## config.mk

```make
export PLATFORM = sky130hd
export DESIGN_NAME = dds_controller
export DESIGN_NICKNAME = d
export VERILOG_FILES = /design/src/logic/dds_reg_pkg.sv /design/src/logic/dds_ctrl_pkg.sv /design/src/logic/dds_update_decode.sv /design/src/logic/dds_serial_execute.sv /design/src/logic/dds_update_result.sv /design/src/logic/dds_controller.sv
export SDC_FILE = /design/constraint.sdc
export NUM_CORES = 1
export LEC_CHECK = 0
export BUFFER_PORTS_ARGS = -buffer_cell sky130_fd_sc_hd__buf_4
export CORE_MARGIN = 8
export CORE_UTILIZATION = 55
export DETAILED_ROUTE_END_ITERATION = 10
export PLACE_DENSITY = 0.75
export SETUP_SLACK_MARGIN = 0.2
export SLEW_MARGIN = 40
export SYNTH_ARGS = -nofsm -noshare
export SYNTH_HDL_FRONTEND = slang
export SYNTH_SLANG_ARGS = --single-unit
export TNS_END_PERCENT = 100
```

## constraint.sdc

```tcl
create_clock -name clk_in -period 5.3 [get_ports clk_in]
set_clock_uncertainty 0.15 [all_clocks]
set_input_delay 0.53 -clock clk_in [delete_from_list [all_inputs] [get_ports clk_in]]
set_output_delay 0.53 -clock clk_in [all_outputs]
set_load 0.01 [all_outputs]
```

## src/logic/dds_reg_pkg.sv

```systemverilog
package dds_reg_pkg;

	////////////////////////////////////////////////////////////
	// chip register map

	localparam logic [12:0] freq_addr  = 13'h01ab;	// ftw, top byte of six
	localparam logic [12:0] phase_addr = 13'h01ad;	// phase offset, upper byte
	localparam logic [12:0] amp_addr   = 13'h040c;	// dac full scale current, upper byte

	// byte count field of the header
	localparam logic [1:0] bytes_two    = 2'd1;	// two bytes then csb
	localparam logic [1:0] bytes_stream = 2'd3;	// stream until csb rises

	////////////////////////////////////////////////////////////
	// instruction layout, msb goes out first

	typedef struct packed {
		logic        read_not_write;	// 0 for every write here
		logic [1:0]  byte_count;
		logic [12:0] address;	// msb address, chip counts down
	} instr_header_t;

	typedef struct packed {
		instr_header_t header;
		logic [47:0]   data;	// full tuning word
	} long_write_t;

	typedef struct packed {
		instr_header_t header;
		logic [15:0]   data;	// zero extended phase or amp
		logic [31:0]   pad;	// never shifted
	} short_write_t;

	// one 64 bit shift word, two readings
	typedef union packed {
		long_write_t  long_write;
		short_write_t short_write;
	} instr_word_t;

endpackage

```

## src/logic/dds_ctrl_pkg.sv

```systemverilog
package dds_ctrl_pkg;

	// which register a write targets, also the done pulse it raises
	typedef enum logic [1:0] {
		wr_none  = 2'd0,
		wr_freq  = 2'd1,
		wr_phase = 2'd2,
		wr_amp   = 2'd3
	} write_kind_t;

	////////////////////////////////////////////////////////////
	// stage to stage bundles

	// decode -> execute
	typedef struct packed {
		logic                    start;	// one cycle
		write_kind_t             kind;
		logic [6:0]              len;	// bits to shift, 64 or 32
		dds_reg_pkg::instr_word_t word;
	} tx_cmd_t;

	// execute -> result
	typedef struct packed {
		logic        sent;	// one cycle, csb just rose
		write_kind_t kind;
	} tx_status_t;

endpackage

```

## src/logic/dds_update_decode.sv

```systemverilog
`timescale 1ns/1ns

module dds_update_decode (
	input  logic                  clk_in,
	input  logic                  reset_in,
	input  logic [47:0]           freq,
	input  logic [13:0]           phase,
	input  logic [9:0]            amp,
	input  logic                  freq_valid,
	input  logic                  phase_valid,
	input  logic                  amp_valid,
	input  logic                  shift_busy,	// execute is shifting
	input  logic                  update_busy,	// result is waiting on io_update
	output dds_ctrl_pkg::tx_cmd_t cmd
);

	logic [47:0] freq_q;	// latest freq value
	logic [13:0] phase_q;
	logic [9:0]  amp_q;
	logic        freq_pend;	// value waiting to go out
	logic        phase_pend;
	logic        amp_pend;
	logic        idle;

	// start still high counts as in flight, busy levels rise one edge later
	assign idle = ~shift_busy & ~update_busy & ~cmd.start;

	function automatic dds_reg_pkg::instr_header_t make_header(
		input logic [12:0] addr,
		input logic [1:0]  count
	);
		dds_reg_pkg::instr_header_t hdr;
		hdr.read_not_write = 1'b0;	// write
		hdr.byte_count     = count;
		hdr.address        = addr;
		return hdr;
	endfunction

	////////////////////////////////////////////////////////////
	// pending values, a strobe always overwrites

	always_ff @(posedge clk_in) begin
		if (reset_in) begin
			freq_pend  <= 1'b0;
			phase_pend <= 1'b0;
			amp_pend   <= 1'b0;
		end else begin
			if (idle) begin	// clear only the one picked below
				if (freq_pend)
					freq_pend <= 1'b0;
				else if (phase_pend)
					phase_pend <= 1'b0;
				else if (amp_pend)
					amp_pend <= 1'b0;
			end
			if (freq_valid)
				freq_pend <= 1'b1;	// wins over the clear above
			if (phase_valid)
				phase_pend <= 1'b1;
			if (amp_valid)
				amp_pend <= 1'b1;
		end
	end

	always_ff @(posedge clk_in) begin
		if (freq_valid)
			freq_q <= freq;
		if (phase_valid)
			phase_q <= phase;
		if (amp_valid)
			amp_q <= amp;
	end

	////////////////////////////////////////////////////////////
	// command builder, freq > phase > amp

	always_ff @(posedge clk_in) begin
		if (reset_in) begin
			cmd.start <= 1'b0;
			cmd.kind  <= dds_ctrl_pkg::wr_none;
		end else begin
			cmd.start <= 1'b0;	// single cycle
			if (idle && freq_pend) begin
				cmd.start <= 1'b1;
				cmd.kind  <= dds_ctrl_pkg::wr_freq;
			end else if (idle && phase_pend) begin
				cmd.start <= 1'b1;
				cmd.kind  <= dds_ctrl_pkg::wr_phase;
			end else if (idle && amp_pend) begin
				cmd.start <= 1'b1;
				cmd.kind  <= dds_ctrl_pkg::wr_amp;
			end
		end
	end

	always_ff @(posedge clk_in) begin
		if (freq_pend) begin
			cmd.len                    <= 7'd64;
			cmd.word.long_write.header <= make_header(dds_reg_pkg::freq_addr,
				dds_reg_pkg::bytes_stream);
			cmd.word.long_write.data   <= freq_q;
		end else if (phase_pend) begin
			cmd.len                     <= 7'd32;
			cmd.word.short_write.header <= make_header(dds_reg_pkg::phase_addr,
				dds_reg_pkg::bytes_two);
			cmd.word.short_write.data   <= {2'b00, phase_q};
			cmd.word.short_write.pad    <= '0;
		end else if (amp_pend) begin
			cmd.len                     <= 7'd32;
			cmd.word.short_write.header <= make_header(dds_reg_pkg::amp_addr,
				dds_reg_pkg::bytes_two);
			cmd.word.short_write.data   <= {6'd0, amp_q};
			cmd.word.short_write.pad    <= '0;
		end
	end

endmodule

```

## src/logic/dds_serial_execute.sv

```systemverilog
`timescale 1ns/1ns

module dds_serial_execute #(
	parameter int SCLK_HALF = 2	// clk_in cycles per sclk half period
) (
	input  logic                     clk_in,
	input  logic                     reset_in,
	input  dds_ctrl_pkg::tx_cmd_t    cmd,
	output logic                     sclk,
	output logic                     csb,
	output logic                     sdio,
	output dds_ctrl_pkg::tx_status_t status,
	output logic                     shift_busy
);

	localparam int DIV_W = $clog2(SCLK_HALF + 1);

	logic [63:0]               shreg;	// msb is on the wire
	logic [6:0]                len_q;
	logic [6:0]                bit_cnt;	// bits finished so far
	logic [DIV_W-1:0]          div;	// half period divider
	dds_ctrl_pkg::write_kind_t kind_q;
	logic                      half_done;
	logic                      load;
	logic                      last_bit;

	assign half_done = (div == DIV_W'(SCLK_HALF - 1));
	assign load      = cmd.start & ~shift_busy;
	assign last_bit  = (bit_cnt == len_q - 7'd1);
	assign sdio      = ~csb & shreg[63];	// quiet low between writes

	////////////////////////////////////////////////////////////
	// sclk, csb and bit count

	always_ff @(posedge clk_in) begin
		if (reset_in) begin
			csb         <= 1'b1;
			sclk        <= 1'b0;
			shift_busy  <= 1'b0;
			div         <= '0;
			bit_cnt     <= '0;
			status.sent <= 1'b0;
			status.kind <= dds_ctrl_pkg::wr_none;
		end else begin
			status.sent <= 1'b0;
			if (load) begin
				csb        <= 1'b0;	// first bit already on sdio
				shift_busy <= 1'b1;
				sclk       <= 1'b0;
				div        <= '0;
				bit_cnt    <= '0;
			end else if (shift_busy) begin
				if (half_done) begin
					div <= '0;
					if (!sclk) begin
						sclk <= 1'b1;	// chip samples here
					end else begin
						sclk <= 1'b0;	// falling, next bit
						if (last_bit) begin
							csb         <= 1'b1;
							shift_busy  <= 1'b0;
							status.sent <= 1'b1;
							status.kind <= kind_q;
						end else begin
							bit_cnt <= bit_cnt + 7'd1;
						end
					end
				end else begin
					div <= div + DIV_W'(1);
				end
			end
		end
	end

	////////////////////////////////////////////////////////////
	// data path

	always_ff @(posedge clk_in) begin
		if (load) begin
			shreg  <= cmd.word;
			len_q  <= cmd.len;
			kind_q <= cmd.kind;
		end else if (shift_busy && half_done && sclk) begin
			shreg <= {shreg[62:0], 1'b0};	// shift after the rising edge
		end
	end

endmodule

```

## src/logic/dds_update_result.sv

```systemverilog
`timescale 1ns/1ns

module dds_update_result #(
	parameter int SETUP_CYCLES = 2	// csb high to io_update
) (
	input  logic                     clk_in,
	input  logic                     reset_in,
	input  dds_ctrl_pkg::tx_status_t status,
	output logic                     io_update,
	output logic                     freq_done,
	output logic                     phase_done,
	output logic                     amp_done,
	output logic                     update_busy
);

	localparam int CNT_W = $clog2(SETUP_CYCLES + 1);

	logic                      waiting;	// between sent and io_update
	logic [CNT_W-1:0]          cnt;	// cycles left
	dds_ctrl_pkg::write_kind_t kind_q;

	assign io_update   = waiting & (cnt == '0);
	assign freq_done   = io_update & (kind_q == dds_ctrl_pkg::wr_freq);
	assign phase_done  = io_update & (kind_q == dds_ctrl_pkg::wr_phase);
	assign amp_done    = io_update & (kind_q == dds_ctrl_pkg::wr_amp);
	assign update_busy = status.sent | waiting;	// sent cycle too, decode sees it at once

	always_ff @(posedge clk_in) begin
		if (reset_in) begin
			waiting <= 1'b0;
			cnt     <= '0;
		end else if (status.sent) begin
			waiting <= 1'b1;
			cnt     <= CNT_W'(SETUP_CYCLES - 1);	// one cycle already gone
		end else if (waiting) begin
			if (cnt == '0)
				waiting <= 1'b0;	// io_update done
			else
				cnt <= cnt - CNT_W'(1);
		end
	end

	always_ff @(posedge clk_in) begin
		if (status.sent)
			kind_q <= status.kind;
	end

endmodule

```

## src/logic/dds_controller.sv

```systemverilog
`timescale 1ns/1ns

module dds_controller #(
	parameter int SCLK_HALF    = 2,	// clk_in cycles per sclk half
	parameter int SETUP_CYCLES = 2	// csb rise to io_update
) (
	input  logic        clk_in,
	input  logic        reset_in,
	input  logic [47:0] freq,	// tuning word
	input  logic [13:0] phase,
	input  logic [9:0]  amp,
	input  logic        freq_valid,
	input  logic        phase_valid,
	input  logic        amp_valid,
	output logic        sclk,	// to chip
	output logic        csb,
	output logic        sdio,
	output logic        io_update,
	output logic        freq_done,	// upstream pulses
	output logic        phase_done,
	output logic        amp_done
);

	dds_ctrl_pkg::tx_cmd_t    tx_cmd;
	dds_ctrl_pkg::tx_status_t tx_status;
	logic                     shift_busy;
	logic                     update_busy;

	////////////////////////////////////////////////////////////
	// decode, execute, result

	dds_update_decode i_decode (
		.clk_in      (clk_in),
		.reset_in    (reset_in),
		.freq        (freq),
		.phase       (phase),
		.amp         (amp),
		.freq_valid  (freq_valid),
		.phase_valid (phase_valid),
		.amp_valid   (amp_valid),
		.shift_busy  (shift_busy),
		.update_busy (update_busy),
		.cmd         (tx_cmd)
	);

	dds_serial_execute #(.SCLK_HALF(SCLK_HALF)) i_execute (
		.clk_in     (clk_in),
		.reset_in   (reset_in),
		.cmd        (tx_cmd),
		.sclk       (sclk),
		.csb        (csb),
		.sdio       (sdio),
		.status     (tx_status),
		.shift_busy (shift_busy)
	);

	dds_update_result #(.SETUP_CYCLES(SETUP_CYCLES)) i_result (
		.clk_in      (clk_in),
		.reset_in    (reset_in),
		.status      (tx_status),
		.io_update   (io_update),
		.freq_done   (freq_done),
		.phase_done  (phase_done),
		.amp_done    (amp_done),
		.update_busy (update_busy)
	);

endmodule

```

==> results of run 1 <==
## report_power, final
part	internal, W	switching (W)
Clock	0.000834	0.000596
Sequential	0.00206	0.0000563
Combinational	0.000102	0.000156
## path summary, 6_finish.rpt
path	endpoint	slack, ps	cells after the start
hold / removal	i_decode.freq_q[13]	60	1
setup / recovery	i_execute.shreg[3]	2680	4
setup reg to reg	i_execute.shreg[3]	2680	4
hold reg to reg	i_result.kind_q[1]	280	0
## cell type report
cell class	count	area (µm²)	share of cell area, %
Sequential cell	218	6270	65.6
Multi-Input combinational cell	345	1730	18.0
Clock buffer	32	639	6.69
Timing Repair Buffer	85	638	6.67
Tap cell	184	230	2.41
Clock inverter	7	32.5	0.340
Inverter	6	25.0	0.262
## cell usage in the layout, fill, tap and decap left out, types with 4 or more instances in the layout
master	n
nor2b_1	4
edfxtp_1	190
xnor2_1	4
and2_1	43
nand2b_1	9
a22o_1	4
clkbuf_1	6
o21ai_0	15
a21oi_1	8
buf_4	85
inv_1	5
a22oi_1	10
or3_1	4
nand2_1	183
clkbuf_16	23
mux2i_1	6
dfxtp_1	27
clkinv_2	5
nor2_1	23
## cell families (layout without fill, tap and decap cells)
logic type | after synthesis | after routing
buf+inv | 32 | 130
flops | 218 | 218
xor+xnor | 4 | 4
fa+ha+maj | 2 | 2
simple gates | 284 | 284
mux | 7 | 7
compound gates | 48 | 48
## registers in the layout, indices dropped and copies added (netlist names), 3 cells and up
register,cells
i_decode.freq_q,48
i_decode.phase_q,14
i_decode.amp_q,10
i_execute.bit_cnt,7
i_execute.status,3
i_decode.cmd,55
i_execute.shreg,64
## synthesized netlist by cell type (all sizes together)
master | instances | area, µm²
edfxtp | 190 | 5710
nand2 | 185 | 697
and2 | 43 | 269
dfxtp | 28 | 561
nor2 | 24 | 97.6
clkbuf | 15 | 56.3
o21ai | 15 | 75.1
buf | 11 | 53.8
a22oi | 10 | 75.1
nand2b | 9 | 56.3
a21oi | 8 | 40.0
mux2i | 7 | 73.8
inv | 6 | 22.5
or3 | 5 | 31.3
a22o | 4 | 35.0
a31oi | 4 | 31.3
and3 | 4 | 26.3
nor2b | 4 | 25.0
xnor2 | 4 | 35.0
nor3 | 3 | 15.0
ha | 2 | 25.0
nand4 | 2 | 12.5
o21a | 2 | 15.0
a2111oi | 1 | 8.76
a211oi | 1 | 7.51
a21o | 1 | 7.51
a221oi | 1 | 8.76
and4b | 1 | 13.8
nand3 | 1 | 5.00
nand4b | 1 | 8.76
nor4 | 1 | 6.26
o211ai | 1 | 7.51
or2b | 1 | 7.51
## metal layers
metal  share of wire [%]  GRT usage [%]
met5                   0              0
met4                 1.7           4.28
met3                 6.8           3.39
met2                  48           22.7
met1                  43           19.2
## through the flow
step	area, µm²	instances	util [%]	hold WS, ps
global placement	8880	838	61.3	268
detailed placement	8890	838	61.4	268
CTS	9560	877	66.0	46.2
finish	9560	877	66.0	61.7
floorplan	8120	595	-	258
global route	9560	877	66.0	46.3
==> flow_summary_export.csv, run 1 <==
group,metric,value,unit
outcome,status,"completed",
yosys,syn_inst,595,
critical_path,cp_common_cell,"buf_4",
final_layout,drive_gt1_share,18.3,%
critical_path,critPathKind,"flop to flop",
cts,insertion_delay,490,ps
critical_path,slowest_stage,"buf_4",
detailed_routing,vias,4539,
detailed_routing,avgViaCountPerCell,5.18,
cts,cts_root_buf,"clkbuf_16",
final_layout,syn_to_final_growth,17.8,%
detailed_routing,drtAntennaViolNets,0,
cts,cts_sinks,218,
placed_design,dp_hpwl,8230,µm
sta,final.period_utilization,49.4,%
yosys,ys_seq_elements,218,
sta,finalSetupTns,0,ps
critical_path,worstPathRequired,5270,ps
die,num_rows,44,
global_route,grt_max_degree,69,
sta,max_slew.worst_pin.slew,647,ps
global_route,grt_use_total,14.3,%
global_route,antenna_found_initial,0,
die,core_area,14500,µm²
die,die-area,18900,µm²
worst_hold_path,min_from,"freq[13]",
die,start_util,56.0,%
critical_path,cp_cell_sequence,"or2b_2 -> buf_4 -> nand2_2 -> buf_4",
final_layout,nets,757,
yosys,synthAdderAreaFrac,0.308,%
sta,fin_crit,2620,ps
cts,cts_setup_buffers,0,
yosys,synth.distinct_cells,39,
detailed_routing,totalWireLength,13200,µm
critical_path,crit_buf_inv,2,
critical_path,crit_start,"i_execute.shift_busy",
die,dieWidth,137,µm
yosys,synth_compound_area_share,3.84,%
sta,setup_ws,2680,ps
detailed_routing,firstDrtPassIters,5,
global_route,overflow,0,
yosys,synth_top_family_by_area,"simple AND/OR/NAND/NOR gates",
critical_path,cp_max_fo,67,
yosys,synthMuxAreaShare,0.910,%
critical_path,r2r_start,"i_execute.shift_busy",
critical_path,arrival,2590,ps
yosys,yosys.area_share.xor_xnor,0.432,%
sta,final_max_slew_viol_count,0,
yosys,synthSimpleGateAreaFrac,15.7,%
detailed_routing,wire_per_inst,15.0,µm
cts,cts_buffers,22,
critical_path,max_stage_delay,530,ps
sta,slew_headroom,56.4,%
cts,cts_buffer_depth,3,
sta,rsz0062_at_grt,"false",
cts,htree_levels,1,
placed_design,place_congestion,0.752,
yosys,syn_nets,674,
yosys,yosys_warnings,0,
global_route,grt_pass1_wl,22100,µm
final_layout,num_antenna_cells,0,
placed_design,pre_cts_ws,2670,ps
critical_path,critical_path.top_delay_family,"buffers and inverters",
die,fp.dieH,137,µm
power,peakVddDrop,0.304,mV
sta,finalHoldViolations,0,
yosys,synth_area,8120,µm²
global_route,grt_pass1_vias,4663,
detailed_routing,drc,0,
sta,fmax,382,MHz
placed_design,portBuffers,83,
sta,setup-violations-final,0,
run,maxCapViolCount,0,
critical_path,critPathLaunchType,"flop",
cts,clkTransAtPathRegs,60,ps
cts,cts_resized,0,
final_layout,fill_cells,1009,
power,p_per_area,398,nW/µm²
critical_path,worst_setup_path_end_kind,"flop",
die,io_pins,84,
detailed_routing,drtIter0Drc,322,
power,p_total,0.00380,W
yosys,ys_seq_area_share,77.2,%
worst_hold_path,hold_class,"input pin to flop",
cts,cts_tree,"built",
yosys,avgSynthCellArea,13.6,µm²
power,leakage,3.72,nW
cts,cts-hold-fix-buffers,0,
No activity file was read; power rests on OpenSTA's default activity.
==> inputs of run 2 (changes only) <==
ABC_AREA = 1   (was default)
clock period = 2.5 ns   (was 5.3 ns; I/O delays follow)
==> run 2 against run 1 <==
Die area up 0.87%. Global-route usage up 2.6 points. Sequential cell count unchanged. Worst hold slack better by 89 ps. Setup slack worse by 2200 ps. Synthesized area up 0.99%. Sequential share of layout area down 6.2 points. Synthesized cell count up 14%. Via count up 17%. Total power up 120%. Sequential power up 110%. Critical endpoint is now i_decode.amp_pend. Highest routed layer unchanged.
==> flow_summary_export.csv, run 2 <==
group,metric,value,unit
power,internal_power,0.00666,W
critical_path,rrSetupSlack,530,ps
placed_design,portBuffers,83,
power,clkPwrFrac,39.4,%
detailed_routing,vias,5315,
die,dieWidth,138,µm
cts,cts_root_buf,"clkbuf_16",
power,leakage,4.54,nW
critical_path,r2r.worst_path.cells,6,
global_route,grt_max_degree,63,
sta,final.period_utilization,78.9,%
detailed_routing,firstDrtPassIters,5,
yosys,synth_top_family_by_area,"simple AND/OR/NAND/NOR gates",
yosys,synth_top_cell_area_share,69.6,%
final_layout,num_antenna_cells,0,
cts,cts_tree,"built",
die,start_util,56.4,%
yosys,synthAdderAreaFrac,0.305,%
global_route,use_met1,18.8,%
detailed_routing,wire_per_inst,15.6,µm
cts,insertion_delay,510,ps
yosys,synthTopCellsByCount,"248 x nand2_1, 190 x edfxtp_1, 71 x inv_1, 28 x dfxtp_1, 27 x nor2_1",
final_layout,fin_cells,1049,
final_layout,final_common_cell,"nand2_1",
cts,cts_sinks,218,
yosys,syn_nets,758,
yosys,synth_area,8200,µm²
global_route,grt_pass1_vias,5634,
yosys,avgSynthCellArea,12.1,µm²
sta,fmax,507,MHz
global_route,grtUsageMet3,3.39,%
critical_path,timing.rr.end,"i_decode.amp_pend",
final_layout,layout_common_cells,"246 x nand2_1, 190 x edfxtp_1, 90 x buf_4",
sta,fin_crit,1970,ps
final_layout,top_register,"i_execute.shreg",
detailed_routing,drtIter0Drc,352,
placed_design,place_congestion,0.825,
placed_design,placed_cells,931,
global_route,antenna_found_initial,0,
yosys,yosys_warnings,0,
die,die-area,19100,µm²
yosys,syn_inst,679,
yosys,synth.distinct_cells,25,
die,fp.dieH,138,µm
power,switchingPower,0.00188,W
placed_design,dp_hpwl,9470,µm
die,core_area,14500,µm²
yosys,synth_edf_count,190,
global_route,grt_pass1_wl,26800,µm
critical_path,arrival,2220,ps
detailed_routing,drc,0,
critical_path,critPathKind,"flop to flop",
cts,cts_buffer_depth,3,
die,io_pins,84,
worst_hold_path,whs_path_depth,1,
yosys,ys_seq_area_share,76.5,%
global_route,overflow,0,
yosys,synth_compound_area_share,3.28,%
sta,setup-violations-final,0,
critical_path,cp_max_fo,6,
yosys,synthSimpleGateAreaFrac,15.0,%
yosys,ys_seq_elements,218,
worst_hold_path,min_to,"i_decode.freq_q[14]",
cts,clkTransAtPathRegs,60,ps
cts,htree_levels,1,
global_route,grt_busiest_layer,"met2",
sta,max_slew.worst_pin.slew,789,ps
run,maxCapViolCount,0,
sta,finalSetupTns,0,ps
die,num_rows,44,
detailed_routing,drtAntennaViolNets,0,
global_route,met2_usage,30.8,%
critical_path,worst_setup_path_end_kind,"flop",
yosys,synth_area_leaders,"edfxtp_1 70%, nand2_1 11%, dfxtp_1 6.8%",
critical_path,r2r_start,"i_execute.status[2]",
final_layout,reg.largest.list,"i_execute.shreg x64, i_decode.cmd x55, i_decode.freq_q x48",
sta,final_max_slew_viol_count,0,
detailed_routing,totalWireLength,16300,µm
final_layout,final_util,72.7,%
power,pwr-share-seq,52.4,%
outcome,status,"completed",
sta,finalHoldViolations,0,
final_layout,nets,927,
power,comb_power_share,8.2,%
worst_hold_path,hold_class,"input pin to flop",
power,p_per_area,809,nW/µm²
final_layout,syn_to_final_growth,28.9,%
yosys,yosys.area_share.xor_xnor,0.321,%
sta,slew_headroom,47.2,%
yosys,async_flop_share,0,%
power,peakVddDrop,0.854,mV
critical_path,worstPathRequired,2750,ps
power,swShare,22.0,%
worst_hold_path,min_from,"freq_valid",
final_layout,largest_reg_flops,64,
detailed_routing,avgViaCountPerCell,5.07,
cts,cts_resized,0,
yosys,synth_most_common_cell,"nand2_1",
yosys,synthMuxAreaShare,0,%
global_route,grt_use_total,16.9,%
cts,cts_buffers,23,
final_layout,drive_gt1_share,16.4,%
yosys,ys.flop_type,"edfxtp_1",
critical_path,critPathLaunchType,"flop",
yosys,synth_top_area_cell,"edfxtp_1",
sta,rsz0062_at_grt,"false",
[run 2: worst max-delay path by stage]
stage | startpoint | end | slack [ps] | depth (start not counted)
final | i_execute.status[2] | i_decode.amp_pend | 530 | 6
after CTS | i_result.cnt[0] | amp_done | 570 | 5
after global placement | i_execute.shift_busy | i_execute.csb | 800 | 5
after floorplan | i_decode.freq_pend | i_decode.cmd[71] | 290 | 6
after detailed placement | i_decode.phase_pend | i_decode.cmd[32] | 660 | 4
after global routing | i_decode.phase_pend | i_decode.cmd[32] | 420 | 4
[run 2: metal layers]
metal | up-vias | routed length (µm) | part of all wire (%)
li1 | 2590 | - | -
met4 | 0 | 578 | 3.5
met1 | 2513 | 6350 | 39
met2 | 163 | 8580 | 53
met5 | - | 0 | 0
met3 | 49 | 812 | 5.0
[run 2: metrics by stage]
step | worst slack [ps] | power [W] | hold WS (ps) | instance area (µm²)
after floorplan | 293 | 0.00486 | 199 | 8200
after CTS | 571 | 0.00857 | 144 | 10600
after detailed placement | 659 | 0.00514 | 267 | 9040
after global placement | 801 | 0.00509 | 265 | 9040
after global routing | 421 | 0.00884 | 162 | 10600
final | 526 | 0.00855 | 151 | 10600
[run 2: repair_timing]
action | CTS | global route
hold endpoints to repair | 105 | 0
hold buffers | 76 | 0
setup buffers | 0 | 0
[run 2: area by class of cell]
class	instances	area [µm²]
Clock inverter	14	128
Multi-Input combinational cell	361	1560
Sequential cell	218	6270
Tap cell	184	230
Inverter	77	289
Timing Repair Buffer	167	1460
Clock buffer	28	634
Fill cell	899	3970
[run 2: cells by family after synthesis]
| logic type | count (synthesis) |
|---|---|
| xor+xnor | 3 |
| buf+inv | 100 |
| flops | 218 |
| compound gates | 48 |
| simple gates | 308 |
| fa+ha+maj | 2 |
[run 2: power groups by stage]
stage | registers, W | logic, W | clock network (W)
2_1_floorplan | 0.00451 | 0.000357 | 0
3_5_place_dp | 0.00454 | 0.000596 | 0
6_report | 0.00448 | 0.000701 | 0.00337
4_1_cts | 0.00447 | 0.000697 | 0.00340
5_1_grt | 0.00450 | 0.000787 | 0.00355
3_3_place_gp | 0.00453 | 0.000560 | 0
[run 2: critical path: stages, from the launching register on]
cell,delay [ps]
dfxtp_1,350
or2_1,240
nor2_2,180
inv_2,100
o21ai_1,180
a21oi_1,110
dlygate4sd3_1,560
